<file path="src/logic/bpPkg.sv">
`default_nettype none

package bpPkg;

    // Predictor geometry
    localparam int bhtIndexBits = 10;  // 1024 local histories
    localparam int historyBits = 6;    // History width, also log2 of pattern table depth
    localparam int pcIndexLsb = 2;     // Word aligned pc, so index starts at bit 2

    // Two-bit saturating counter, high bit is the prediction
    typedef enum logic [1:0] {
        strongNotTaken = 2'b00,
        weakNotTaken   = 2'b01,
        weakTaken      = 2'b11,
        strongTaken    = 2'b10
    } counterT;

    // MIPS32 opcodes of the supported conditional branches
    localparam logic [5:0] opRegimm = 6'b000001;
    localparam logic [5:0] opBeq    = 6'b000100;
    localparam logic [5:0] opBne    = 6'b000101;
    localparam logic [5:0] opBlez   = 6'b000110;
    localparam logic [5:0] opBgtz   = 6'b000111;

    // REGIMM rt field codes
    localparam logic [4:0] rtBltz = 5'b00000;
    localparam logic [4:0] rtBgez = 5'b00001;

    typedef enum logic [2:0] {
        kindBeq,
        kindBne,
        kindBlez,
        kindBgtz,
        kindBltz,
        kindBgez
    } branchKindT;

endpackage

`default_nettype wire

</file>
<file path="src/logic/branchDecode.sv">
`timescale 1ns/100ps
`default_nettype none

module branchDecode (
    input  logic               [31:0] instrD,
    input  logic               [31:0] pcD,
    output logic                      isBranch,
    output bpPkg::branchKindT         kind,
    output logic               [31:0] target,
    output logic               [31:0] fallThrough
);

    logic [5:0]  opcode;
    logic [4:0]  rt;
    logic [31:0] offsetExt;

    assign opcode = instrD[31:26];
    assign rt     = instrD[20:16];

    // Word offset, sign extended and scaled to bytes
    assign offsetExt = {{14{instrD[15]}}, instrD[15:0], 2'b00};

    always_comb begin
        isBranch = 1'b0;
        kind     = bpPkg::kindBeq;  // Don't care when not a branch
        case (opcode)
            bpPkg::opBeq: begin
                isBranch = 1'b1;
                kind     = bpPkg::kindBeq;
            end
            bpPkg::opBne: begin
                isBranch = 1'b1;
                kind     = bpPkg::kindBne;
            end
            bpPkg::opBlez: begin
                isBranch = 1'b1;
                kind     = bpPkg::kindBlez;
            end
            bpPkg::opBgtz: begin
                isBranch = 1'b1;
                kind     = bpPkg::kindBgtz;
            end
            bpPkg::opRegimm: begin
                // Only bltz and bgez, link forms and traps fall through
                if (rt == bpPkg::rtBltz) begin
                    isBranch = 1'b1;
                    kind     = bpPkg::kindBltz;
                end else if (rt == bpPkg::rtBgez) begin
                    isBranch = 1'b1;
                    kind     = bpPkg::kindBgez;
                end
            end
            default: ;
        endcase
    end

    // Target is relative to the delay slot address
    assign target      = pcD + 32'd4 + offsetExt;
    assign fallThrough = pcD + 32'd8;  // Skip the delay slot

endmodule

`default_nettype wire

</file>
<file path="config.mk">
export PLATFORM = sky130hd
export DESIGN_NAME = branchDecode
export DESIGN_NICKNAME = d
export VERILOG_FILES = /design/src/logic/bpPkg.sv /design/src/logic/branchDecode.sv
export SDC_FILE = /design/constraint.sdc
export NUM_CORES = 1
export LEC_CHECK = 0
export BUFFER_PORTS_ARGS = -buffer_cell sky130_fd_sc_hd__buf_2
export CORE_MARGIN = 2
export CORE_UTILIZATION = 45
export DETAILED_ROUTE_END_ITERATION = 7
export PLACE_DENSITY = 0.8
export SLEW_MARGIN = 10
export SYNTH_ARGS = -nofsm -noshare
export SYNTH_HDL_FRONTEND = slang
export SYNTH_SLANG_ARGS = --single-unit
</file>
<file path="constraint.sdc">
create_clock -name vclk -period 6.8
set_clock_uncertainty 0.1 [all_clocks]
set_input_delay 0.34 -clock vclk [all_inputs]
set_output_delay 0.34 -clock vclk [all_outputs]
set_load 0.02 [all_outputs]
</file>
==> summary.txt <==
Run status
  – Status: completed

Pwr
  – P per Cell Area: 130 mW/mm^2
  – Leakage power: 1.66 nW
  – VDD IR max: 89.0 uV
  – Tot Pwr: 0.403 mW

Hold path
  – Tightest Hold Check Type: input pin to output pin
  – Hold path depth: 0

Route
  – DRC: 0
  – Routed len/inst: 13.4 um
  – Routed wire length: 6910 um
  – DR iter-0 viols: 97
  – DRT Pass-1 Iters: 4
  – Vias per inst: 5.50
  – Total number of vias: 2,828
  – Final ANT Viol Nets: 0

Cells and area
  – # clk buffers: 0
  – Share of cells above drive strength 1: 29.7%
  – Footprint of the multi-input gates: 0.00235 mm^2
  – Reg area: 0 um^2
  – Share of the core filled with cells: 59.4%
  – Sequential cells: 0
  – Commonest non-fill, non-tap cell in the layout: buf_2
  – Area Growth Syn to Fin: 25.1%
  – Nets: 569
  – Commonest non-fill, non-tap cells in the layout: 121 x buf_2, 58 x ha_1, 34 x xnor2_1
  – N_diodes: 0
  – Filler cell count: 492

Worst setup path
  – Slowest Stage Delay on Critical Path: 0.44 ns
  – Critical Path Sink Type: output pin
  – Crit path cell chain: buf_2 > ha_1 > ha_1 > fa_1 > a211oi_2 > o21bai_2 > a21oi_2 > a31oi_2 > a41o_1 > a311oi_2 > xnor2_1 > buf_2
  – Worst path arrival time: 3.05 ns
  – Critical-path top delay cell: fa_1
  – Critical path peak fanout: 5
  – Nature of the critical path startpoint: input pin
  – Critical Path RT: 6.36 ns
  – Worst Path Class, Setup: input pin to output pin

Synthesis
  – Synthesized Nets: 458
  – Synth Cell Area: 0.00247 mm^2
  – Synth warnings: 0
  – Post-synthesis instance total: 335
  – Post-synthesis cell type count: 48
  – Synth Area per Inst: 7.37 um^2
  – Sequential share of the synthesized area: 0%

Clock tree
  – Hold-fix buffers, CTS: 0
  – PostCTS Resize Cnt: 0
  – Setup bufs post-CTS: 0

Placement
  – Dpl ws: 3.33 ns
  – Placer Congestion: 0.848
  – DP HPWL: 5960 um
  – Port Buf Inserts: 121

Timing
  – Period utilization: 51.4%
  – Worst Setup Slack, final: 3.31 ns
  – Worst-case hold slack: 0.580 ns
  – Final hold vios: 0
  – Setup TNS: 0 ns
  – Rel. slew slack: 61.5%
  – Final setup fails: 0
  – RSZ-0062 raised after global routing: false
  – FMAX: 286 MHz
  – Pins Over Slew Limit: 0
  – Post-layout min period: 3.49 ns
  – Worst-Margin Slew: 0.574 ns

Global routing
  – Total Routing Usage GR: 20.9%
  – Vias in the first global route: 2,565
  – First-pass GRT wire length: 11,000 um
  – Pin count of the biggest net entering global routing: 16
  – Initial antenna violation count: 0
  – Total global routing overflow: 0

Run
  – Max Cap Viol: 0

Floorplan
  – Starting Density: 47.5%
  – Cell Rows: 26
  – Die height: 78.1 um
  – Chip width: 78.1 um
  – Die ar.: 0.00610 mm^2
  – IO Pins: 132
  – Core Area: 0.00520 mm^2
[where the power goes]
group	internal, mW	total, mW	switching, mW
clock network	0	0	0
logic	0.154	0.403	0.249
registers	0	0	0
[worst paths after layout]
path | startpoint | to | slack, ns
min | pcD[0] | target[0] | 0.58
max | pcD[3] | target[29] | 3.31
[routing by layer]
metal	GRT usage [%]	part of all wire (%)	vias up
li1	-	-	1452
met1	25.5	42	1264
met2	40.0	50	108
met3	2.87	6.4	4
met4	1.93	0.61	0
met5	0	0	-
[cells in the mapped netlist, types with 2 or more instances]
| cell | instances | share of area [%] |
|---|---|---|
| and3_1 | 10 | 2.5 |
| a21o_1 | 13 | 4.0 |
| nand3_1 | 19 | 3.9 |
| a21oi_2 | 2 | 0.71 |
| a211oi_2 | 2 | 1.0 |
| inv_1 | 12 | 1.8 |
| ha_1 | 58 | 29 |
| a21oi_1 | 28 | 5.7 |
| xor2_1 | 19 | 6.7 |
| xnor2_1 | 34 | 12 |
| o21ai_0 | 11 | 2.2 |
| o31ai_1 | 2 | 0.61 |
| nor3_1 | 6 | 1.2 |
| nand4_1 | 7 | 1.8 |
| nand2_1 | 28 | 4.3 |
| buf_2 | 2 | 0.41 |
| o21bai_1 | 4 | 1.2 |
| nor2_1 | 28 | 4.3 |
| a221oi_1 | 3 | 1.1 |
| a31oi_1 | 4 | 1.0 |
| o21ai_1 | 4 | 0.81 |
| a211o_1 | 2 | 0.71 |
| a211oi_1 | 5 | 1.5 |
| buf_4 | 5 | 1.5 |
| clkbuf_1 | 4 | 0.61 |
[critical path: cells and delay by family]
kind / cells / cell delay, ns
XOR/XNOR: 1 / 0.14
buffers and inverters: 2 / 0.31
adder cells (fa/ha/maj): 3 / 0.95
AO/OA/AOI/OAI: 6 / 1.30
[stage by stage]
stage / area, um^2 / std cells
6_report: 3090 / 514
5_1_grt: 3090 / 514
4_1_cts: 3090 / 514
3_5_place_dp: 3090 / 514
3_3_place_gp: 3090 / 514
2_1_floorplan: 2470 / 335
[cell type report]
type                       instances  area share (%)
inverter                          12            1.46
multi-input combinational        311            76.1
tap                               70            2.84
timing repair buffer             121            19.6
[kinds of logic (layout without fill, tap and decap cells)]
family / Yosys count / count (layout) / synth area share (%)
compound gates: 90 / 90 / 24.9
xor+xnor: 53 / 53 / 18.8
fa+ha+maj: 59 / 59 / 30.2
buf+inv: 24 / 133 / 4.81
mux: 1 / 1 / 0.456
simple gates: 108 / 108 / 20.9
(Power assumes the default switching activity.)
