`src/logic/bpPkg.sv`:
```
`default_nettype none

package bpPkg;

    // Predictor geometry
    localparam int bhtIndexBits = 10;  // 1024 local histories
    localparam int historyBits = 6;    // History width, also log2 of pattern table depth
    localparam int pcIndexLsb = 2;     // Word aligned pc, so index starts at bit 2

    // Two-bit saturating counter, high bit is the prediction
    typedef enum logic [1:0] {
        strongNotTaken = 2'b00,
        weakNotTaken   = 2'b01,
        weakTaken      = 2'b11,
        strongTaken    = 2'b10
    } counterT;

    // MIPS32 opcodes of the supported conditional branches
    localparam logic [5:0] opRegimm = 6'b000001;
    localparam logic [5:0] opBeq    = 6'b000100;
    localparam logic [5:0] opBne    = 6'b000101;
    localparam logic [5:0] opBlez   = 6'b000110;
    localparam logic [5:0] opBgtz   = 6'b000111;

    // REGIMM rt field codes
    localparam logic [4:0] rtBltz = 5'b00000;
    localparam logic [4:0] rtBgez = 5'b00001;

    typedef enum logic [2:0] {
        kindBeq,
        kindBne,
        kindBlez,
        kindBgtz,
        kindBltz,
        kindBgez
    } branchKindT;

endpackage

`default_nettype wire

```
`src/logic/branchStageReg.sv`:
```
`timescale 1ns/100ps
`default_nettype none

module branchStageReg (
    input  logic                      clk,
    input  logic                      rst,
    input  logic                      stall,
    input  logic                      flush,
    input  logic                      validD,
    input  logic                      isBranch,
    input  bpPkg::branchKindT         kind,
    input  logic               [31:0] pcD,
    input  logic               [31:0] target,
    input  logic               [31:0] fallThrough,
    input  logic                      predTake,
    output logic                      validE,
    output bpPkg::branchKindT         kindE,
    output logic               [31:0] pcE,
    output logic               [31:0] targetE,
    output logic               [31:0] fallThroughE,
    output logic                      predTakeE
);

    // Valid bit, flush beats stall
    always_ff @(posedge clk) begin
        if (rst) begin
            validE <= 1'b0;
        end else if (flush) begin
            validE <= 1'b0;  // Wrong path entry from decode
        end else if (!stall) begin
            validE <= validD & isBranch;
        end
    end

    // Payload only matters while validE is set
    always_ff @(posedge clk) begin
        if (!stall) begin
            kindE        <= kind;
            pcE          <= pcD;
            targetE      <= target;
            fallThroughE <= fallThrough;
            predTakeE    <= predTake;
        end
    end

endmodule

`default_nettype wire

```
`config.mk`:
```
export PLATFORM = sky130hd
export DESIGN_NAME = branchStageReg
export DESIGN_NICKNAME = d
export VERILOG_FILES = /design/src/logic/bpPkg.sv /design/src/logic/branchStageReg.sv
export SDC_FILE = /design/constraint.sdc
export NUM_CORES = 1
export LEC_CHECK = 0
export BUFFER_PORTS_ARGS = -buffer_cell sky130_fd_sc_hd__buf_2
export CAP_MARGIN = 40
export CORE_MARGIN = 2
export CORE_UTILIZATION = 38
export CTS_BUF_LIST = sky130_fd_sc_hd__clkbuf_4
export DETAILED_ROUTE_END_ITERATION = 6
export PLACE_DENSITY_LB_ADDON = 0.2
export SYNTH_ARGS = -nofsm -noshare
export SYNTH_HDL_FRONTEND = slang
export SYNTH_SLANG_ARGS = --single-unit
```
`constraint.sdc`:
```
create_clock -name clk -period 4.4 [get_ports clk]
set_clock_uncertainty 0.2 [all_clocks]
set_input_delay 0.88 -clock clk [delete_from_list [all_inputs] [get_ports clk]]
set_output_delay 0.88 -clock clk [all_outputs]
set_load 0.01 [all_outputs]
```
==> flow_results.org, run 1 <==
** STA
- Post-route setup slack :: 2330 ps
- RSZ-0062 raised after global routing :: no
- Number of pins exceeding their max-slew limit in the final report :: 0
- Setup total negative slack on the finished layout was measured at 0 ps.
- Max-Slew Margin vs Limit :: 61.1%
- Share of the cycle needed by the critical path after routing :: 47.1%
- Transition time at the pin with the least slew margin :: 584 ps
- Derived from the worst setup path, the maximum achievable clock frequency is 0.482 GHz.
- Post-layout minimum cycle time :: 2070 ps
- Setup violations remaining at the end of the flow were counted as 0.
- The final-report hold violation count was 0.

** Clocking
- Source-to-sink clock delay at the later pin of the worst-skew pair :: 400 ps
- Hold buffers post-CTS :: 0
- Deepest level of the CTS H-tree :: 3
- After clock tree synthesis, the setup repair step added 0 buffers.
- TritonCTS buffer count :: 9
- In this run the deepest clock path goes through 2 buffers.
- Once the clock tree was built, the resizer swapped 0 gates to a different size.
- Post-CTS clock slew at the launch and capture registers of the worst setup and hold paths :: 130 ps
- TritonCTS built the clock tree.
- The clock net in this run drives a total of 101 sinks.
- Root buffer cell :: sky130_fd_sc_hd__clkbuf_4

** Finish
- In the final design database the tool counted 430 nets.
- Area added between synthesis and finish :: 42.3%
- Ant diodes :: 0
- Registers take 3020 um2.
- Filler instances :: 626
- Design area :: 4360 um2
- Proportion of layout cells with a drive suffix above 1 :: 69.0%
- Multi-input combinational cell area :: 36.3 um2

** Worst setup path
- Along the worst path, the maximum fanout reaches 1.
- Category of the critical setup timing path :: register to output port
- STA classifies the critical path startpoint as a register.
- Buf+Inv Stages, Crit Path :: 1
- For the worst setup path, the data required time is 3320 ps.
- The setup check on the worst reg-to-reg path leaves a slack of 3550 ps.
- The cell family contributing the most delay on the critical path is flip-flops.
- Delay of the slowest critical-path stage :: 430 ps
- Crit-path cells :: buf_2
- Data arrival time of the critical path :: 990 ps
- For this design, the slowest cell found on the critical path is sky130_fd_sc_hd__edfxtp_1.
- STA classifies the critical path endpoint as an output port.

** Route
- After the first detailed-routing iteration, the DRC count stood at 80.
- Final WL :: 6.24 mm
- Post-DRT Antenna Nets :: 0
- Wirelength per Cell :: 14.5 um
- Summing over every cut layer, the via total after detailed routing is 1,833.
- The first detailed-routing pass ran for 4 iterations.
- After detailed routing, the number of remaining DRC violations is 0.
- Via count normalized by instance count :: 4.25

** Die
- The die covers 8790 um2.
- Measured along the x axis, the die boundary spans 93.8 um.
- After floorplanning, the core was sized to cover 7770 um2.
- The initial utilization of the core area, before any placement, comes to 39.4%.
- I/O pin count :: 207
- Number of rows in the core area :: 32
- Measured along the y axis, the die boundary spans 93.8 um.

** Power
- LEAKAGE :: 1.90 nW
- The worst-case IR drop observed on VDD is 0.187 mV.
- Power spread over the standard cell area amounts to 402 nW/um2.

** Yosys
- Among all flip-flop cells after synthesis, the most frequent one is sky130_fd_sc_hd__edfxtp_1.
- Area of the mapped netlist :: 3060 um2
- Counting flops with a built-in enable in the synthesized netlist gives 100.
- Seq/Total Area, Yosys :: 98.7%
- Synth Register Bits :: 101
- Synthesis produced 105 cells.
- During synthesis, Yosys emitted a total of 0 warnings.
- Yosys instantiated no cell more often than sky130_fd_sc_hd__edfxtp_1.
- The number of nets in the synthesized netlist is 211.
- Yosys top cell area share :: 98.0%
- Counting distinct cell types in the post-synthesis netlist gives 6.
- Share of flip-flops with an asynchronous set or reset :: 0%
- Summed over all instances, the cell type with the most area after synthesis is sky130_fd_sc_hd__edfxtp_1.
- Sorting the synthesized cells by area gives the leading types as sky130_fd_sc_hd__edfxtp_1, sky130_fd_sc_hd__dfxtp_1, sky130_fd_sc_hd__nand3b_4, sky130_fd_sc_hd__a211oi_2, sky130_fd_sc_hd__inv_1.
- Mean instance size in the synthesized netlist :: 29.2 um2

** Min path
- The min-delay analysis places its worst path in the category register to register.

** Global route
- Pin count of the biggest net entering global routing :: 50
- The total overflow left after global routing is 0.
- The via count of the first global-routing pass is 1,769.
- Combined global-route utilization of all metal layers :: 13.9%
- First-pass GRT wire length :: 8.80 mm
- Initial antenna violation count :: 0

** Placement
- Once placement finished, the instance area stood at 4240 um2.
- Half-perimeter wire length after placement :: 4.78 mm
- The count of buffers added on input and output ports is 206.
- Final RePlAce weighted congestion :: 0.683
- At the placement stage, the worst setup path has a slack of 1910 ps.

** Run
- Reported max-cap violation count :: 0

** Outcome
- Result of the run :: completed
layout by cell type (no fill, tap or decap), drive strengths merged:
cell    count
clkinv      3
buf       208
nand2       1
dfxtp       1
clkbuf     10
inv         4
a211oi      1
edfxtp    100
nand3b      1
report_power, final:
part,switching (mW),total (mW),leakage [nW],internal (mW)
Clock,0.291,0.420,0.0715,0.128
Sequential,0.0161,1.16,0.987,1.14
Combinational,0.0970,0.178,0.843,0.0814
Total,0.404,1.75,1.90,1.35
layout make-up:
cell class / instances / area share, %
inverter: 1 / 0.144
timing repair buffer: 208 / 24.0
clock buffer: 10 / 1.72
tap: 102 / 2.93
multi-input combinational: 3 / 0.832
clock inverter: 6 / 1.03
sequential: 101 / 69.3
worst paths after layout:
path	startpoint	to	depth (start not counted)
setup reg to reg	validE$_SDFFE_PP0N_	validE$_SDFFE_PP0N_	2
hold / removal	validE$_SDFFE_PP0N_	validE$_SDFFE_PP0N_	2
setup / recovery	targetE[20]$_DFFE_PN_	targetE[20]	1
hold reg to reg	validE$_SDFFE_PP0N_	validE$_SDFFE_PP0N_	2
per-stage QoR:
step / utilization (%) / power (mW) / hold slack [ps] / std cells
5_1_grt: 56.1 / 1.84 / 325 / 431
3_5_place_dp: 54.6 / 1.36 / 262 / 415
4_1_cts: 56.1 / 1.78 / 288 / 431
3_3_place_gp: 54.6 / 1.36 / 265 / 415
2_1_floorplan: - / 1.24 / 294 / 105
6_report: 56.1 / 1.75 / 288 / 431
logic make-up after synthesis:
| group | synth area share (%) |
|---|---|
| AO/OA/AOI/OAI | 0.408 |
| buffers and inverters | 0.122 |
| flip-flops | 98.7 |
| AND/OR/NAND/NOR | 0.776 |
registers in the layout (all words and copies together) (netlist names):
signal and flops:
fallThroughE 32, pcE 32, targetE 32, kindE 3, predTakeE 1, validE 1
worst reg2reg max path: stages, from the launching register on:
cell and delay [ps]:
sky130_fd_sc_hd__dfxtp_1 360, sky130_fd_sc_hd__nand2_1 70, sky130_fd_sc_hd__a211oi_2 160
per-layer routing:
layer | part of all wire (%) | track usage (%)
met2 | 49 | 21.8
met3 | 12 | 5.38
met4 | 2.5 | 8.57
met1 | 36 | 16.0
met5 | 0 | 0
Power figures use the tool's default switching activity.
==> inputs of run 2 (changes only) <==
==> constraint.sdc (replaced) <==
create_clock -name clk -period 2 [get_ports clk]
set_clock_uncertainty 0.2 [all_clocks]
set_input_delay 0.4 -clock clk [delete_from_list [all_inputs] [get_ports clk]]
set_output_delay 0.4 -clock clk [all_outputs]
set_load 0.01 [all_outputs]
==> run 2 against run 1 <==
  * The run now fails in 4_1_cts
  * Area after synthesis is the same
  * Synthesized cell count is the same
==> flow_results.org, run 2 <==
** Yosys
- The net count of the mapped netlist was 211 (unchanged).
- The fraction of synthesis flops using an asynchronous set or reset pin is 0% (unchanged).
- The share of the synthesized area in the top cell type came to 98.0% (unchanged).
- The total number of yosys warnings came to 0 (unchanged).
- The sequential-to-total area share from yosys stat was 98.7% (unchanged).
- Ys flop type :: sky130_fd_sc_hd__edfxtp_1
- The post-synthesis instance area was 3060 um2 (unchanged).
- The cell count after synthesis is 105 (unchanged).
- Synth Register Bits :: 101 (unchanged)
- Number of enable flip-flop cells after synthesis :: 100 (unchanged)
- By instance count, the leading cell after synthesis is sky130_fd_sc_hd__edfxtp_1.
- Cell type with the highest aggregate area in the netlist :: sky130_fd_sc_hd__edfxtp_1
- The number of different library cells in the post-synthesis netlist was 6 (unchanged).
- Mean instance size in the synthesized netlist :: 29.2 um2 (unchanged)
- Largest cells by area after synthesis :: sky130_fd_sc_hd__edfxtp_1, sky130_fd_sc_hd__dfxtp_1, sky130_fd_sc_hd__nand3b_4, sky130_fd_sc_hd__a211oi_2, sky130_fd_sc_hd__inv_1

** Clocking
- The maximum root-to-sink buffer count was 2 (unchanged).
- The number of buffers added by the clock tree synthesis step is 9 (unchanged).
- Hold buffers post-CTS :: 101 (+101)
- Clock tree synthesis selected as its root buffer the cell sky130_fd_sc_hd__clkbuf_4.
- Post-CTS Setup Inserts :: 0 (unchanged)
- The number of clock sinks was 101 (unchanged).
- The total of cells resized after clock tree synthesis came to 0 (unchanged).
- Deepest level of the CTS H-tree :: 3 (unchanged)

** Outcome
- First Error :: [ERROR RSZ-0060] Max buffer count reached.
- Result of the run :: aborted with a tool error
- It got as far as 4_1_cts and failed there.

** Placement
- Count of buffers inserted at the top-level ports :: 206 (unchanged)
- Final RePlAce weighted congestion :: 0.714 (+4.6%)
- The placed instance count came to 415 (unchanged).

** Die
- I/O pin count :: 207 (unchanged)
- Starting density of the core :: 39.4% (unchanged)
- Floorplan die height :: 93.8 um (unchanged)
- Die width :: 93.8 um (unchanged)
- The placement row count was 32 (unchanged).
[run 2: cell counts after synthesis]
Identical to the previous run, type by type.
[run 2: cells by family after synthesis]
kind of cell,share of synthesized area [%]
flip-flops,98.7
buffers and inverters,0.122
AND/OR/NAND/NOR,0.776
AO/OA/AOI/OAI,0.408
[run 2: through the flow]
stage               setup WS [ps]  setup TNS (ps)  utilization, %  hold slack [ps]  instance area [um2]
detailed placement            489               0            54.9              265                 4270
global placement              500               0            54.9              260                 4270
floorplan                    -412          -41190               -              265                 3070
==> inputs of run 3 (changes only) <==
--- a/config.mk
+++ b/config.mk
@@ -8,10 +8,9 @@
 export BUFFER_PORTS_ARGS = -buffer_cell sky130_fd_sc_hd__buf_2
 export CAP_MARGIN = 40
 export CORE_MARGIN = 2
-export CORE_UTILIZATION = 38
-export CTS_BUF_LIST = sky130_fd_sc_hd__clkbuf_4
+export CORE_UTILIZATION = 23
 export DETAILED_ROUTE_END_ITERATION = 6
-export PLACE_DENSITY_LB_ADDON = 0.2
+export PLACE_DENSITY_LB_ADDON = 0.15
 export SYNTH_ARGS = -nofsm -noshare
 export SYNTH_HDL_FRONTEND = slang
 export SYNTH_SLANG_ARGS = --single-unit
==> run 3 against run 2 <==
  * The run now ends clean
==> flow_results.org, run 3 (synthesized netlist as in run 1, its figures left out) <==
** Power
- In this run the power density over the cells is 995 nW/um2.
- Net Sw Power :: 0.955 mW
- Largest voltage drop on the vdd net :: 0.381 mV
- Clk network pwr share :: 36.2%
- Switching share of power :: 20.7%
- Combinational logic is responsible for 8.7% of the overall power.
- LEAKAGE :: 1.97 nW
- Cell internal pwr :: 3.66 mW
- Sequential group share of total power :: 55.1%

** Clocking
- Root buffer cell :: sky130_fd_sc_hd__clkbuf_16
- The maximum root-to-sink buffer count is 2 (unchanged).
- The number of clock sinks is 101 (unchanged).
- The H-tree depth is 3 (unchanged).
- Clock tree from TritonCTS :: yes
- Post-CTS Setup Inserts :: 0 (unchanged)
- Count of cells resized by post-cts repair :: 0 (unchanged)
- The count of hold-fix buffers inserted at cts was 0 (-100%).
- The clock reaches the later pin of the worst-skew pair after 330 ps.
- Post-CTS clock slew at the launch and capture registers of the worst setup and hold paths :: 60 ps
- TritonCTS buffer count :: 9 (unchanged)

** Placement
- The instance area at placement came to 4360 um2 (+2.2%).
- The quantity of I/O buffers inserted on ports came to 206 (unchanged).
- Number of instances in the placed design :: 489 (+18%)
- The routability congestion estimate is 0.676 (-5.3%).
- Half-perimeter wire length after placement :: 5.21 mm

** Worst setup path
- Crit-path cells :: buf_2
- Worst Setup End Kind :: output port
- Largest fanout of any net on the critical path :: 1
- Grouping stages by cell kind, the critical path spends the most delay in flip-flops.
- Data on the critical path arrives at its endpoint at 880 ps.
- Category of the critical setup timing path :: register to output port
- Counting both buffers and inverters, the worst setup path holds a total of 1.
- Data required time at the worst endpoint :: 1400 ps
- Crit start category :: register
- Delay of the slowest critical-path stage :: 390 ps
- The largest individual stage delay along the critical path comes from the cell sky130_fd_sc_hd__edfxtp_1.

** Finish
- At the end of the flow, the number of nets in the layout was 430.
- Ant diodes :: 0
- The top cell types in the final layout, fill and taps aside, are sky130_fd_sc_hd__buf_2, sky130_fd_sc_hd__edfxtp_1, sky130_fd_sc_hd__clkbuf_16, sky130_fd_sc_hd__clkbuf_1, sky130_fd_sc_hd__buf_12.
- After routing the design area is 4640 um2.
- Most common cell after layout, fill and taps aside :: sky130_fd_sc_hd__buf_2
- After the flow finishes, the layout carries non-filler instances totaling 505.
- Multi-input combinational cell area :: 36.3 um2
- The area growth from synthesis to layout is 51.6%.
- The largest registers in the layout are fallThroughE (32), pcE (32), targetE (32).
- Proportion of layout cells with a drive suffix above 1 :: 67.8%
- Filler instances :: 1,305
- Area taken by flip-flops and latches :: 3020 um2

** Route
- Final WL :: 6.97 mm
- Total via count in the routed design :: 1,838
- After detailed routing, the number of remaining DRC violations is 0.
- Violation count after the first detailed-route iteration :: 99
- Pre-Repair DR Iteration Count :: 3
- Dividing the detail-routed wire length by the instance count gives 13.8 um.
- Once detail routing completed, the nets flagged for antenna violations numbered 0.
- Via count normalized by instance count :: 3.64

** Die
- Floorplan die height :: 119 um (+27%)
- The floorplan step defined a die boundary enclosing 14,300 um2.
- Starting density of the core :: 23.3% (-16 points)
- The count of boundary I/O pins came to 207 (unchanged).
- Die width :: 119 um (+27%)
- After floorplanning, the core was sized to cover 13,100 um2.
- Number of rows in the core area :: 42 (+31%)

** Global route
- Combined global-route utilization of all metal layers :: 9.83%
- Summed over all layers, the global routing overflow is 0.
- First-pass GRT wire length :: 10.1 mm
- The number of antenna violations at the first check in global routing is 1.
- Pin count of the biggest net entering global routing :: 60
- The via count of the first global-routing pass was 1,932.

** STA
- In the finished design, the share of the clock period the worst path needs comes to 74.1%.
- For the pin with the worst max-slew slack, the measured transition is 333 ps.
- For the final routed database, the setup TNS stands at 0 ps.
- Fmax :: 0.675 GHz
- Across all hold checks on the routed design, the worst slack comes to 22.0 ps.
- RSZ-0062 raised after global routing :: no
- Max-Slew Margin vs Limit :: 77.8%
- Number of pins exceeding their max-slew limit in the final report :: 0
- Setup violations remaining at the end of the flow were counted as 0.
- For the finished layout, the period the worst path requires is 1480 ps.
- The final-report hold violation count is 0.

** Min path
- The path class of the tightest hold or removal check is primary input to register.

** Run
- Reported max-cap violation count :: 0

** Outcome
- Result of the run :: completed
[run 3: through the flow]
| step | power [mW] | util [%] | worst slack [ps] |
|---|---|---|---|
| finish | 4.62 | 35.3 | 518 |
| global route | 4.83 | 35.3 | 451 |
| CTS | 4.71 | 35.3 | 474 |
| detailed placement | 3.00 | 33.2 | 490 |
| global placement | 3.00 | 33.2 | 502 |
| floorplan | 2.73 | - | -412 |
[run 3: area by class of cell]
type | instances | share of cell area, %
multi-input cells | 3 | 0.782
well taps | 176 | 4.74
flip-flops and latches | 101 | 65.1
repair buffers | 208 | 23.1
clock inverters | 4 | 1.02
inverters | 1 | 0.162
clock buffers | 12 | 5.09
[run 3: worst paths after layout]
path,from,slack [ps],endpoint,cells after the start
worst max-delay path,pcE[28]$_DFFE_PN_,520,pcE[28],1
worst min-delay path,rst,20,validE$_SDFFE_PP0N_,2
worst max register to register,validE$_SDFFE_PP0N_,1170,validE$_SDFFE_PP0N_,2
worst min register to register,validE$_SDFFE_PP0N_,280,validE$_SDFFE_PP0N_,2
[run 3: power groups by stage]
stage / logic (mW) / clock network, mW / registers (mW)
2_1_floorplan: 0.0306 / 0 / 2.70
3_3_place_gp: 0.414 / 0 / 2.59
3_5_place_dp: 0.413 / 0 / 2.59
4_1_cts: 0.413 / 1.75 / 2.55
5_1_grt: 0.437 / 1.84 / 2.56
6_report: 0.404 / 1.67 / 2.54
[run 3: metal layers]
metal / part of all wire, % / GRT usage, %
met1: 35 / 9.52
met2: 50 / 15.6
met3: 14 / 7.47
met4: 1.4 / 4.41
met5: 0.19 / 0
==> inputs of run 4 (changes only) <==
--- a/config.mk
+++ b/config.mk
@@ -5,6 +5,7 @@
 export SDC_FILE = /design/constraint.sdc
 export NUM_CORES = 1
 export LEC_CHECK = 0
+export ABC_AREA = 1
 export BUFFER_PORTS_ARGS = -buffer_cell sky130_fd_sc_hd__buf_2
 export CAP_MARGIN = 40
 export CORE_MARGIN = 2
==> constraint.sdc (replaced) <==
create_clock -name clk -period 1.3 [get_ports clk]
set_clock_uncertainty 0.2 [all_clocks]
set_input_delay 0.26 -clock clk [delete_from_list [all_inputs] [get_ports clk]]
set_output_delay 0.26 -clock clk [all_outputs]
set_load 0.01 [all_outputs]
==> run 4 against run 3 <==
  * Area after synthesis fell by 0.41%
  * The run now fails in 4_1_cts
  * Synthesized cell count rose by 2.9%
==> flow_results.org, run 4 <==
** Outcome
- The run stopped with a tool error.
- Failing step :: 4_1_cts
- First Error :: [ERROR RSZ-0060] Max buffer count reached.

** Yosys
- By count the netlist is led by sky130_fd_sc_hd__edfxtp_1, sky130_fd_sc_hd__inv_1, sky130_fd_sc_hd__nand2_1, sky130_fd_sc_hd__nor2_1.
- Most common cell in the netlist :: sky130_fd_sc_hd__edfxtp_1
- Cell count after synthesis :: 108 (+2.9%)
- Ys flop type :: sky130_fd_sc_hd__edfxtp_1
- Post-synthesis compound-gate area fraction :: 0.164% (-0.24 points)
- The synthesized-area fraction occupied by and/or/nand/nor cells was 0.492% (-0.28 points).
- The number of enable-type register cells in the synthesized netlist is 100 (unchanged).
- Synth Register Bits :: 101 (unchanged)
- The sequential-to-total area share from yosys stat is 99.1% (+0.40 points).
- Mapped Nets :: 214 (+1.4%)
- The adder-cell share of the synthesized area was 0% (unchanged).
- Largest cells by area after synthesis :: sky130_fd_sc_hd__edfxtp_1, sky130_fd_sc_hd__dfxtp_1, sky130_fd_sc_hd__inv_1, sky130_fd_sc_hd__nand2_1, sky130_fd_sc_hd__nor2_1
- Mean instance size in the synthesized netlist :: 28.2 um2 (-3.2%)
- The share of the synthesized netlist area taken by xor and xnor gates is 0% (unchanged).
- The total number of yosys warnings came to 0 (unchanged).
- The fraction of synthesis flops using an asynchronous set or reset pin came to 0% (unchanged).
- The number of different library cells in the post-synthesis netlist was 6 (unchanged).
- The mux share of post-synthesis cell area is 0% (unchanged).
- Yosys top cell area share :: 98.4% (+0.40 points)
- After synthesis, the largest family of logic cells by area is simple AND/OR/NAND/NOR gates.
- The post-synthesis instance area came to 3050 um2 (-0.41%).
- The biggest area contributor in the post-synthesis netlist is sky130_fd_sc_hd__edfxtp_1.

** Die
- Starting density of the core :: 23.3% (about the same)
- Number of rows in the core area :: 42 (unchanged)
- Floorplan die height :: 119 um (-0.20%)
- Die width :: 119 um (-0.20%)
- The count of boundary I/O pins is 207 (unchanged).

** Clocking
- The count of hold-fix buffers inserted at cts was 103 (+103).
- The number of clock sinks was 101 (unchanged).
- Max Buffers Root-to-Sink :: 2 (unchanged)
- Root buffer cell :: sky130_fd_sc_hd__clkbuf_16
- Post-CTS Setup Inserts :: 0 (unchanged)
- The number of buffers added by the clock tree synthesis step is 9 (unchanged).
- The total of cells resized after clock tree synthesis was 0 (unchanged).
- Deepest level of the CTS H-tree :: 3 (unchanged)

** Placement
- Half-perimeter wire length after placement :: 5.12 mm (-1.7%)
- The instance area at placement is 4350 um2 (-0.11%).
- Count of buffers inserted at the top-level ports :: 206 (unchanged)
- Final RePlAce weighted congestion :: 0.681 (+0.75%)
[run 4: cell count changes after synthesis, sizes merged]
cell	delta
a211oi	-1
a21oi	+1
inv	+1
nand2	+1
nand3b	-1
nor2	+2
[run 4: cells by family after synthesis]
kind of cell | count (synthesis)
compound gates | 1
buf+inv | 2
flops | 101
simple gates | 4
[run 4: stage by stage]
| step | hold WS, ps | instances | worst slack, ps | setup TNS, ps |
|---|---|---|---|---|
| floorplan | 159 | 108 | -972 | -97190 |
| global placement | 237 | 493 | -48.6 | -2390 |
| detailed placement | 238 | 493 | -61.7 | -3030 |
