===== src/logic/bpPkg.sv =====
`default_nettype none

package bpPkg;

    // Predictor geometry
    localparam int bhtIndexBits = 10;  // 1024 local histories
    localparam int historyBits = 6;    // History width, also log2 of pattern table depth
    localparam int pcIndexLsb = 2;     // Word aligned pc, so index starts at bit 2

    // Two-bit saturating counter, high bit is the prediction
    typedef enum logic [1:0] {
        strongNotTaken = 2'b00,
        weakNotTaken   = 2'b01,
        weakTaken      = 2'b11,
        strongTaken    = 2'b10
    } counterT;

    // MIPS32 opcodes of the supported conditional branches
    localparam logic [5:0] opRegimm = 6'b000001;
    localparam logic [5:0] opBeq    = 6'b000100;
    localparam logic [5:0] opBne    = 6'b000101;
    localparam logic [5:0] opBlez   = 6'b000110;
    localparam logic [5:0] opBgtz   = 6'b000111;

    // REGIMM rt field codes
    localparam logic [4:0] rtBltz = 5'b00000;
    localparam logic [4:0] rtBgez = 5'b00001;

    typedef enum logic [2:0] {
        kindBeq,
        kindBne,
        kindBlez,
        kindBgtz,
        kindBltz,
        kindBgez
    } branchKindT;

endpackage

`default_nettype wire


===== src/logic/branchResolve.sv =====
`timescale 1ns/100ps
`default_nettype none

module branchResolve (
    input  logic                      clk,
    input  logic                      rst,
    input  logic                      stall,
    input  logic                      validE,
    input  bpPkg::branchKindT         kindE,
    input  logic               [31:0] pcE,
    input  logic               [31:0] targetE,
    input  logic               [31:0] fallThroughE,
    input  logic                      predTakeE,
    input  logic               [31:0] rsValE,
    input  logic               [31:0] rtValE,
    output logic                      branchM,
    output logic                      takenM,
    output logic               [31:0] pcM,
    output logic                      mispredictM,
    output logic               [31:0] redirectPcM
);

    logic rsEqRt;
    logic rsNeg;
    logic rsZero;
    logic takenE;
    logic advance;

    assign rsEqRt = (rsValE == rtValE);
    assign rsNeg  = rsValE[31];          // Two's complement sign
    assign rsZero = (rsValE == 32'd0);

    always_comb begin
        case (kindE)
            bpPkg::kindBeq:  takenE = rsEqRt;
            bpPkg::kindBne:  takenE = !rsEqRt;
            bpPkg::kindBlez: takenE = rsNeg | rsZero;
            bpPkg::kindBgtz: takenE = !rsNeg & !rsZero;
            bpPkg::kindBltz: takenE = rsNeg;
            bpPkg::kindBgez: takenE = !rsNeg;
            default:         takenE = 1'b0;
        endcase
    end

    // A mispredict in memory kills the entry now in execute as well
    assign advance = validE & !stall & !mispredictM;

    // Memory stage strobes, a bubble whenever nothing advances
    always_ff @(posedge clk) begin
        if (rst) begin
            branchM     <= 1'b0;
            mispredictM <= 1'b0;
        end else begin
            branchM     <= advance;
            mispredictM <= advance & (takenE != predTakeE);
        end
    end

    // Outcome payload for training and redirect
    always_ff @(posedge clk) begin
        if (advance) begin
            takenM      <= takenE;
            pcM         <= pcE;
            redirectPcM <= takenE ? targetE : fallThroughE;
        end
    end

endmodule

`default_nettype wire


===== config.mk =====
export PLATFORM = sky130hd
export DESIGN_NAME = branchResolve
export DESIGN_NICKNAME = d
export VERILOG_FILES = /design/src/logic/bpPkg.sv /design/src/logic/branchResolve.sv
export SDC_FILE = /design/constraint.sdc
export NUM_CORES = 1
export LEC_CHECK = 0
export ABC_CLOCK_PERIOD_IN_PS = 7000
export BUFFER_PORTS_ARGS = -buffer_cell sky130_fd_sc_hd__buf_2
export CORE_MARGIN = 2
export CORE_UTILIZATION = 41
export CTS_BUF_LIST = sky130_fd_sc_hd__clkbuf_8
export DETAILED_ROUTE_END_ITERATION = 7
export PLACE_DENSITY = 0.82
export SETUP_SLACK_MARGIN = 0.02
export SLEW_MARGIN = 15
export SYNTH_ARGS = -nofsm -noshare
export SYNTH_HDL_FRONTEND = slang
export SYNTH_SLANG_ARGS = --single-unit

===== constraint.sdc =====
create_clock -name clk -period 7 [get_ports clk]
set_input_delay 0 -clock clk [delete_from_list [all_inputs] [get_ports clk]]
set_output_delay 0 -clock clk [all_outputs]
set_load 0.01 [all_outputs]

==> results of run 1 <==
==> critical path: stages <==
cell and delay (ns):
buf_2 0.12, nor4_1 0.53, nand4_1 0.15, o21bai_1 0.19, xor2_1 0.08, a31oi_1 0.16, o31a_2 0.15, buf_4 0.49
mux2_2 0.40, dlygate4sd3_1 0.56
==> stage by stage <==
| step | setup WS, ns | instance area (sq um) |
|---|---|---|
| finish | 4.21 | 5500 |
| global route | 4.16 | 5500 |
| CTS | 4.24 | 5500 |
| detailed placement | 4.44 | 4300 |
| global placement | 4.54 | 4300 |
| floorplan | 1.19 | 3050 |
==> power by group through the flow <==
stage | Combinational, mW | Sequential, mW | Clock [mW]
after floorplan | 0.0759 | 0.494 | 0
after global placement | 0.157 | 0.480 | 0
after detailed placement | 0.164 | 0.481 | 0
after CTS | 0.221 | 0.472 | 0.358
after global routing | 0.242 | 0.475 | 0.382
final | 0.229 | 0.474 | 0.367
==> final timing paths <==
check,start,end,slack [ns],depth (start not counted)
min,pcE[22],pcM[22],0.36,2
max,rsValE[17],redirectPcM[2],4.21,10
max reg2reg,mispredictM,mispredictM,5.23,5
min reg2reg,mispredictM,redirectPcM[27],1.06,2
==> repair_timing <==
| action | in CTS | in global routing |
|---|---|---|
| hold buffers | 98 | 0 |
| gates resized for setup | 0 | 0 |
| endpoints found under the setup margin | 0 | 0 |
| hold endpoints to repair | 66 | 0 |
==> layer usage <==
layer / share of wire (%) / vias to the layer above / global-route usage (%)
met4: 5.3 / 0 / 17.8
met1: 33 / 1394 / 28.2
met5: 0 / - / 0
li1: - / 1336 / -
met3: 6.9 / 38 / 6.43
met2: 55 / 202 / 54.4
==> placed cells by master (no fill, tap or decap), drive strengths merged, types with 2 or more instances in the layout <==
cell and n:
buf 236, dlygate4sd3 98, edfxtp 65, xor2 33, mux2 32, nor4 16
clkbuf 9, nand4 4, inv 4, xnor2 2, dfxtp 2, bufinv 2
clkinv 2
==> registers in the layout, summed over array words and instances (netlist names) <==
signal       count
redirectPcM     32
branchM          1
pcM             32
takenM           1
mispredictM      1
==> layout make-up <==
cell class | count | area share [%]
Tap cell | 99 | 2.25
Sequential cell | 67 | 36.2
Clock buffer | 9 | 2.25
Timing Repair Buffer | 334 | 39.4
Inverter | 2 | 0.136
Clock inverter | 7 | 1.80
Multi-Input combinational cell | 97 | 18.0
==> kinds of logic after synthesis <==
group                     count (synthesis)  share of synthesized area (%)
xor gates and xnor gates                 35                           10.3
muxes                                    33                           15.6
and+or+nand+nor                          26                           5.57
buffers and inverters                     6                           2.58
DFF                                      67                           65.2
AOI/OAI and AO/OA                         3                          0.738
==> metrics.md, run 1 <==
| Metric | Value |
|---|---|
| Die Wd | `90.3 microns` |
| First-pass GRT wire length | `17400 microns` |
| LEAKAGE | `2.53 nW` |
| Clk_lat worst skew | `0.35 ns` |
| Max transition margin | `44.5%` |
| Remaining routing DRC violations | `0` |
| CP Class | `primary input to register` |
| Initial antenna violation count | `0` |
| Final #Nets | `679` |
| I/O Buffers | `234` |
| RSZ-0062 raised after global routing | `false` |
| Count leader, synth | `edfxtp_1` |
| Reg area | `1990 sq um` |
| Synth cell types | `23` |
| Pwr/cell area | `194 nW/um^2` |
| Sequential share of power | `44.3%` |
| Vias | `2970` |
| Mapped Cells | `170` |
| Clock transition at path regs | `0.09 ns` |
| Final ANT Viol Nets | `0` |
| Worst-Margin Slew | `0.832 ns` |
| Ant diodes | `0` |
| Syn nets | `338` |
| Largest cells by area after synthesis | `edfxtp_1 64%, mux2_4 14%, xor2_1 9.2%, nor4_1 2.9%, buf_12 2.0%` |
| Final Core Density | `76.3%` |
| Most frequent cells after synthesis | `65 x edfxtp_1, 32 x xor2_1, 28 x mux2_4` |
| Critical-path maximum fanout | `34` |
| Starting Density | `42.3%` |
| Syn_area_per_cell | `18.0 sq um` |
| Worst clock skew | `0.0159 ns` |
| Period Utilization, post-route | `39.8%` |
| Logic gate share of total power | `21.4%` |
| Fraction of registers with async set/reset | `0%` |
| Post-DP HPWL | `7110 microns` |
| Register area share after synthesis | `65.2%` |
| Drt initial violations | `176` |
| Total power | `1.07 mW` |
| Drt wl/cell | `19.1 microns` |
| VDD IR-drop max | `0.103 mV` |
| Min-Delay Path Class | `primary input to register` |
| Vias/cell | `4.83` |
| Pins Over Slew Limit | `0` |
| Share of cells above drive strength 1 | `56.0%` |
| Total Die Area | `8150 sq um` |
| Tot GR Track Use | `28.8%` |
| Arr. time, crit path | `2.87 ns` |
| H-tree levels | `3` |
| Clock network power share | `34.3%` |
| Num rows | `31` |
| Placed cell count | `501` |
| Area grow syn2layout | `80.2%` |
| Final Instance Count excl. Fillers | `615` |
| Overflow after GRT | `0` |
| NetSw | `0.262 mW` |
| Final Hold Viols | `0` |
| Critical path endpoint category | `register` |
| Area leader, netlist | `edfxtp_1` |
| Ys flop type | `edfxtp_1` |
| Switching Share | `24.5%` |
| Pint | `0.807 mW` |
| Max cap viols | `0` |
| Sum Neg Setup Slack | `0 ns` |
| Root buffer cell | `clkbuf_8` |
| Worst Path Required | `7.09 ns` |
| Post-synth EDFFs | `65` |
| CP Launch Type | `primary input` |
| Status | `finished, final reports clean` |
| TritonCTS clock tree | `yes` |
| Minimum clock period | `2.79 ns` |
| Mapped Area | `3050 sq um` |
| DRT Wirelength | `11800 microns` |
| Synthesis Warnings | `0` |
| First-pass detailed-route iteration total | `4` |
| Deepest clock path buffer count | `2` |
| Largest net degree at the start of global routing | `67` |
| Filler cells | `427` |
| Area of the core | `7210 sq um` |
| Post-CTS Setup Inserts | `0` |
| Final Hold Slack | `0.364 ns` |
| Achievable Freq | `0.359 GHz` |
| I/O Pins | `235` |
| Synth top area share | `63.9%` |
| FF+latch count, synth | `67` |
| Vert. Die Dim | `90.3 microns` |
| Cts bufs inserted | `9` |
| Vias in the first global route | `3166` |
| Clk sinks | `67` |
| Area of the multi-input gates | `988 sq um` |
| Final setup fails | `0` |
| GPL Wtd Cong | `0.920` |
No activity file was read; power rests on OpenSTA's default activity.
==> inputs of run 2 (changes only) <==
Settings changed: ABC_CLOCK_PERIOD_IN_PS 7000 to 2300, CORE_ASPECT_RATIO set to 1.2, CORE_UTILIZATION 41 to 37, PLACE_DENSITY 0.82 to 0.78.
Clock period 7 ns to 2.3 ns, I/O delays scaled along.
==> run 2 against run 1 <==
Utilization decreased by 7.4 points; largest cell class unchanged; sequential cell count is the same; wire length down 4.5%; non-clock buffer count grew 3; clock power rose to 2.8 times the previous value; combinational power grew to 2.9 times the previous value.
==> metrics.md, run 2 (synthesized netlist as in run 1, its figures left out) <==
| Metric | Value |
|---|---|
| H-tree levels | `3 (unchanged)` |
| Switching Share | `23.2% (-1.3 points)` |
| Min-Delay Path Class | `primary input to register` |
| Achievable Freq | `0.536 GHz` |
| Final ANT Viol Nets | `0 (unchanged)` |
| I/O Pins | `235 (unchanged)` |
| Vias/cell | `4.78 (-1.0%)` |
| Sequential share of power | `45.7% (+1.4 points)` |
| Clock transition at path regs | `0.07 ns (-0.02 ns)` |
| Deepest clock path buffer count | `2 (unchanged)` |
| TritonCTS clock tree | `yes` |
| Remaining routing DRC violations | `0 (unchanged)` |
| DRT Wirelength | `11200 microns (-4.5%)` |
| Routed wl met3 | `1000 microns (+23%)` |
| Period Utilization, post-route | `81.1%` |
| Minimum clock period | `1.87 ns` |
| First-pass detailed-route iteration total | `4 (unchanged)` |
| Critical-path cell list | `buf_2 > nor4_1 > nand4_1 > o21bai_1 > xor2_1 > a31oi_1 > o31a_2 > buf_12 > mux2_4` |
| Critical-path maximum fanout | `18 (-47%)` |
| Vert. Die Dim | `104 microns (+15%)` |
| Status | `finished, final reports clean` |
| Critical Path Sink | `redirectPcM[13]` |
| RSZ-0062 raised after global routing | `false` |
| Post-DP HPWL | `6910 microns (-2.9%)` |
| Largest net degree at the start of global routing | `47 (-30%)` |
| Final Core Density | `68.9% (-7.4 points)` |
| Biggest registers after layout | `pcM: 32 flops, redirectPcM: 32 flops` |
| Critical Path Start | `rsValE[17]` |
| Tot GR Track Use | `24.5% (-4.3 points)` |
| Total Die Area | `9000 sq um (+10%)` |
| Pwr/cell area | `566 nW/um^2 (+190%)` |
| Vias | `2944 (-0.88%)` |
| Arr. time, crit path | `1.95 ns (-0.92 ns)` |
| I/O Buffers | `234 (unchanged)` |
| Clk_lat worst skew | `0.33 ns (-0.02 ns)` |
| Max transition margin | `68.8% (+24 points)` |
| Slowest cell delay on critical path | `0.45 ns (-0.11 ns)` |
| FF-to-FF setup slack | `0.85 ns (-4.38 ns)` |
| Metal-1 WL | `3440 microns (-11%)` |
| Final #Nets | `682 (+0.44%)` |
| Clock network power share | `33.0% (-1.3 points)` |
| Placed cell area | `4360 sq um (+1.5%)` |
| Max Used Layer | `met4` |
| Max cap viols | `0 (unchanged)` |
| Worst clock skew | `0.00616 ns (-0.00969 ns)` |
| Most frequent cells in the layout | `234 x buf_2, 98 x dlygate4sd3_1, 65 x edfxtp_1, 32 x xor2_1, 28 x mux2_4` |
| Share of cells above drive strength 1 | `55.9% (-0.13 points)` |
| Worst Path Required | `2.39 ns (-4.70 ns)` |
| Final setup fails | `0 (unchanged)` |
| GPL Wtd Cong | `0.808 (-12%)` |
| Clk sinks | `67 (unchanged)` |
| CP Class | `primary input to register` |
| Sum Neg Setup Slack | `0 ns (unchanged)` |
| Root buffer cell | `clkbuf_8` |
| Area grow syn2layout | `81.9%` |
| Final Hold Slack | `0.195 ns (-0.168 ns)` |
| Worst r2r src | `mispredictM` |
| VDD IR-drop max | `0.391 mV (+280%)` |
| DR WL met2 | `6440 microns (-0.72%)` |
| First-pass GRT wire length | `16300 microns (-6.1%)` |
| Slowest cell on the critical path | `nor4_1` |
| Logic gate share of total power | `21.2% (-0.2 points)` |
| Vias in the first global route | `3183 (+0.54%)` |
| Drt initial violations | `123 (-30%)` |
| Cts bufs inserted | `9 (unchanged)` |
| Overflow after GRT | `0 (unchanged)` |
| CP Launch Type | `primary input` |
| Hold Startpoint | `stall` |
| Pins Over Slew Limit | `0 (unchanged)` |
| Commonest non-fill, non-tap cell in the layout | `buf_2` |
| Final Hold Viols | `0 (unchanged)` |
| Critical path endpoint category | `register` |
| LEAKAGE | `2.55 nW (+1.0%)` |
| Initial antenna violation count | `1 (+1)` |
| Die Wd | `86.9 microns (-3.7%)` |
| Num rows | `36 (+16%)` |
| Post-Place Worst Slack | `0.0793 ns (-4.36 ns)` |
| Design Area, Final | `5550 sq um (+0.96%)` |
| Drt wl/cell | `18.3 microns (-4.6%)` |
| Final worst slack | `0.434 ns (-3.78 ns)` |
| Worst-Margin Slew | `0.463 ns (-0.369 ns)` |
| Worst reg2reg path depth | `5 (unchanged)` |
| Starting Density | `37.9% (-4.5 points)` |
| Area of the core | `8060 sq um (+12%)` |
| NetSw | `0.731 mW (+180%)` |
| FF-to-FF End | `mispredictM` |
| Pint | `2.41 mW (+200%)` |
[run 2: cell count changes in the layout (fill, tap and decap cells not counted), sizes merged]
cell,change
buf,+3
diode,+2
clkinv,+1
inv,-1
[run 2: power groups by stage]
stage | Clock (mW) | Combinational, mW | Sequential [mW]
after floorplan | 0 | 0.232 | 1.50
final | 1.04 | 0.668 | 1.44
after detailed placement | 0 | 0.517 | 1.46
after global routing | 1.10 | 0.709 | 1.44
after CTS | 1.03 | 0.652 | 1.44
after global placement | 0 | 0.500 | 1.46
[run 2: area by class of cell]
type	count	area [sq um]
Fill cell	510	2510
Multi-Input combinational cell	97	995
Tap cell	95	119
Inverter	2	7.51
Antenna cell	2	5.00
Timing Repair Buffer	337	2230
Clock inverter	7	83.8
Clock buffer	9	124
Sequential cell	67	1990
[run 2: critical path, delay by kind of cell]
kind / cells / cell delay [ns]
xor+xnor: 1 / 0.08
compound gates: 3 / 0.59
simple gates: 2 / 0.62
buf+inv: 2 / 0.32
mux: 1 / 0.32
[run 2: repair_timing]
action                    4_1_cts  5_1_grt
hold endpoints to repair       66        0
gates resized for setup         0        0
buffers inserted                0        0
hold buffers                   98        0
[run 2: metrics by stage]
stage / total power [mW] / instances
6_report: 3.15 / 616
5_1_grt: 3.25 / 616
4_1_cts: 3.12 / 614
3_5_place_dp: 1.98 / 500
3_3_place_gp: 1.96 / 500
2_1_floorplan: 1.73 / 170
[run 2: layer usage]
layer | vias up | GRT usage, %
li1 | 1344 | -
met1 | 1358 | 22.2
met2 | 217 | 49.0
met3 | 25 | 5.90
met4 | 0 | 10.0
met5 | - | 0
[run 2: worst min-delay path by stage]
stage               slack [ns]         endpoint  cells past startpoint
floorplan                 0.09          branchM                      1
global placement          0.18          pcM[20]                      1
detailed placement        0.18          pcM[27]                      1
CTS                       0.19  redirectPcM[30]                      3
global route              0.20           pcM[6]                      3
finish                    0.20  redirectPcM[30]                      3
==> inputs of run 3 (changes only) <==
Settings changed: ABC_AREA set to 1, ABC_CLOCK_PERIOD_IN_PS 2300 to 1760, CORE_ASPECT_RATIO 1.2 to not set, CORE_UTILIZATION 37 to 42, PLACE_DENSITY 0.78 to 0.83.
Clock period 2.3 ns to 1.76 ns, I/O delays scaled along.
==> run 3 against run 2 <==
Wire length up 17%; clock power increased by 57%; design area grew 2.2%; utilization grew 8.9 points; highest routed layer unchanged; largest cell class unchanged; sequential power is 31% higher; setup slack got worse by 0.023 ns; synthesized cell count grew 83%; count of clock-buffer cells in the layout unchanged; hold slack got worse by 0.18 ns.
==> metrics.md, run 3 <==
| Metric | Value |
|---|---|
| Status | `finished, final reports clean` |
| Clk sinks | `67 (unchanged)` |
| Most frequent cells after synthesis | `99 x nand2_1, 65 x edfxtp_1, 40 x nand3_1` |
| Cts bufs inserted | `9 (unchanged)` |
| Overflow after GRT | `0 (unchanged)` |
| Vert. Die Dim | `91.0 microns (-12%)` |
| Fraction of registers with async set/reset | `0% (unchanged)` |
| Slowest cell on the critical path | `nand2_4` |
| Drt initial violations | `339 (+180%)` |
| Ys flop type | `edfxtp_1` |
| Met2 GRT Util | `59.0% (+10 points)` |
| Post-CTS Resized | `0 (unchanged)` |
| Num rows | `31 (-14%)` |
| Starting Density | `43.5% (+5.7 points)` |
| Post-synth EDFFs | `65 (unchanged)` |
| Final Hold Viols | `0 (unchanged)` |
| Pwr/cell area | `777 nW/um^2 (+37%)` |
| Placed cell count | `640 (+28%)` |
| First-pass GRT wire length | `20100 microns (+23%)` |
| Mapped Cells | `311 (+83%)` |
| Synthesis Warnings | `0 (unchanged)` |
| Critical-path cell list | `buf_2 > xnor2_1 > nand2_1 > nor2_1 > nand2_1 > nor2_1 > nand3_1 > nand2_2 > nand2_4 > nand2_2 > nand2_1` |
| Syn_area_per_cell | `10.2 sq um (-43%)` |
| Worst path depth | `11 (+2)` |
| Minimum clock period | `1.35 ns` |
| Top Usage Layer GRT | `met2` |
| LEAKAGE | `2.71 nW (+6.0%)` |
| Synth top area share | `61.5% (-2.5 points)` |
| Biggest registers after layout | `pcM: 32 flops, redirectPcM: 32 flops` |
| Arr. time, crit path | `1.44 ns (-0.51 ns)` |
| Final Core Density | `77.8% (+8.9 points)` |
| Worst reg2reg path depth | `4 (-1)` |
| Post-DP HPWL | `7170 microns (+3.8%)` |
| CP Class | `primary input to register` |
| Largest net degree at the start of global routing | `66 (+40%)` |
| Area leader, netlist | `edfxtp_1` |
| Hold Path Stages | `5 (+2)` |
| Area grow syn2layout | `78.7%` |
| Worst-Margin Slew | `0.418 ns (-0.0452 ns)` |
| Critical Path Start | `rsValE[1]` |
| Period Utilization, post-route | `76.6%` |
| Most frequent cells in the layout | `234 x buf_2, 99 x nand2_1, 96 x dlygate4sd3_1, 65 x edfxtp_1, 39 x nand3_1` |
| Share of cells above drive strength 1 | `41.8% (-14 points)` |
| Clock transition at path regs | `0.08 ns (about the same)` |
| Largest cells by area after synthesis | `edfxtp_1 61%, nand2_1 12%, xnor2_1 7.2%, nand3_1 6.3%, nor2_1 3.4%` |
| CP Launch Type | `primary input` |
| Final Instance Count excl. Fillers | `752 (+22%)` |
| Ant diodes | `0 (-2)` |
| Total Die Area | `8270 sq um (-8.1%)` |
| TritonCTS clock tree | `yes` |
| Crit path max-delay family | `simple AND/OR/NAND/NOR gates` |
| GPL Wtd Cong | `0.773 (-4.3%)` |
| Tot GR Track Use | `32.1% (+7.5 points)` |
| First-pass detailed-route iteration total | `6 (+2)` |
| Critical path endpoint category | `register` |
| Worst clock skew | `0.00607 ns (-0.0000976 ns)` |
| Post-Place Worst Slack | `0.0974 ns (+0.0181 ns)` |
| FF-to-FF End | `redirectPcM[7]` |
| Clk_lat worst skew | `0.34 ns (about the same)` |
| Critical-path maximum fanout | `34 (+16)` |
| Final ANT Viol Nets | `0 (unchanged)` |
| Initial antenna violation count | `0 (-1)` |
| Drt wl/cell | `17.6 microns (-3.8%)` |
| Max cap viols | `0 (unchanged)` |
| Max transition margin | `72.1% (+3.3 points)` |
| VDD IR-drop max | `0.522 mV (+33%)` |
| Slowest cell delay on critical path | `0.24 ns (-0.21 ns)` |
| Root buffer cell | `clkbuf_8` |
| Buffer and inverter count on the worst path | `1 (-1)` |
| Remaining routing DRC violations | `0 (unchanged)` |
| Register area share after synthesis | `62.7% (-2.5 points)` |
| Area of the core | `7290 sq um (-9.6%)` |
| Final Hold Slack | `0.0200 ns (-0.175 ns)` |
| DRT Wirelength | `13200 microns (+17%)` |
| Pins Over Slew Limit | `0 (unchanged)` |
| GRT met1 Usage | `31.7% (+9.5 points)` |
| Worst Path Required | `1.85 ns (-0.54 ns)` |
| H-tree levels | `3 (unchanged)` |
| Final worst slack | `0.412 ns (-0.0226 ns)` |
| Final #Nets | `816 (+20%)` |
| Syn nets | `479 (+42%)` |
| Worst r2r src | `mispredictM` |
| Commonest non-fill, non-tap cell in the layout | `buf_2` |
| RSZ-0062 raised after global routing | `false` |
| Worst path most repeated cell | `nand2_1` |
| Die Wd | `91.0 microns (+4.6%)` |
| Synth cell types | `18 (-22%)` |
| Grt met3 use | `9.13% (+3.2 points)` |
| Deepest clock path buffer count | `2 (unchanged)` |
| Filler cells | `469 (-8.0%)` |
| FF+latch count, synth | `67 (unchanged)` |
| Vias | `3747 (+27%)` |
| Count leader, synth | `nand2_1` |
| Mapped Area | `3180 sq um (+4.0%)` |
| Min-Delay Path Class | `primary input to register` |
| Final setup fails | `0 (unchanged)` |
| I/O Pins | `235 (unchanged)` |
| Vias/cell | `4.98 (+4.3%)` |
| Total power | `4.41 mW (+40%)` |
| Vias in the first global route | `3898 (+22%)` |
| Achievable Freq | `0.742 GHz` |
| Critical Path Sink | `redirectPcM[24]` |
| I/O Buffers | `234 (unchanged)` |
| FF-to-FF setup slack | `0.54 ns (-0.31 ns)` |
-- run 3: changes by cell type in the layout (fill, tap and decap cells not counted), moves of 24 or more --
cell	delta
xor2_1	-32
xnor2_1	+24
nand2_1	+98
nor2_1	+28
nand3_1	+39
mux2_4	-28
-- run 3: worst min path at each step --
| stage | from | end | slack (ns) |
|---|---|---|---|
| finish | validE | mispredictM | 0.02 |
| global route | fallThroughE[5] | redirectPcM[5] | 0.03 |
| CTS | validE | mispredictM | 0.0009 |
| detailed placement | pcE[23] | pcM[23] | 0.18 |
| global placement | pcE[15] | pcM[15] | 0.18 |
| floorplan | rst | branchM | 0.08 |
-- run 3: cell type report --
cell class / count / area [sq um] / area share (%)
flip-flops and latches: 67 / 1990 / 35.1
multi-input cells: 215 / 1050 / 18.5
repair buffers: 335 / 2180 / 38.4
well taps: 99 / 124 / 2.18
clock inverters: 7 / 124 / 2.18
inverters: 20 / 78.8 / 1.39
clock buffers: 9 / 124 / 2.18
-- run 3: worst reg2reg max path: cells and delay by family, from the launching register on --
kind | cells | cell delay, ns
buffers and inverters | 3 | 0.43
flip-flops | 1 | 0.34
AND/OR/NAND/NOR | 1 | 0.08
-- run 3: cells by family after synthesis --
family	after synthesis	share of synthesized area, %
simple gates	186	25.3
flops	67	62.7
buf+inv	29	4.37
xor+xnor	26	7.17
compound gates	3	0.473
-- run 3: timing repair --
item                                   4_1_cts  5_1_grt
buffers inserted                             0        0
setup endpoints to repair                    0        0
endpoints found under the hold margin       66        0
hold buffers                                96        0
-- run 3: layer usage --
| metal | routed length, microns | up-vias |
|---|---|---|
| met5 | 0 | - |
| met2 | 6830 | 294 |
| met4 | 894 | 0 |
| met1 | 4260 | 1680 |
| li1 | - | 1702 |
| met3 | 1230 | 71 |
-- run 3: report_power, final --
| part | internal [mW] | total, mW | switching, mW |
|---|---|---|---|
| combinational | 0.451 | 0.890 | 0.438 |
| sequential | 1.86 | 1.89 | 0.0294 |
| clock | 0.951 | 1.63 | 0.677 |
| total | 3.26 | 4.41 | 1.15 |
-- run 3: stage by stage --
stage	TNS [ns]	instance area (sq um)
global placement	0	4470
CTS	0	5680
finish	0	5680
detailed placement	0	4470
global route	0	5680
floorplan	-0.823	3190
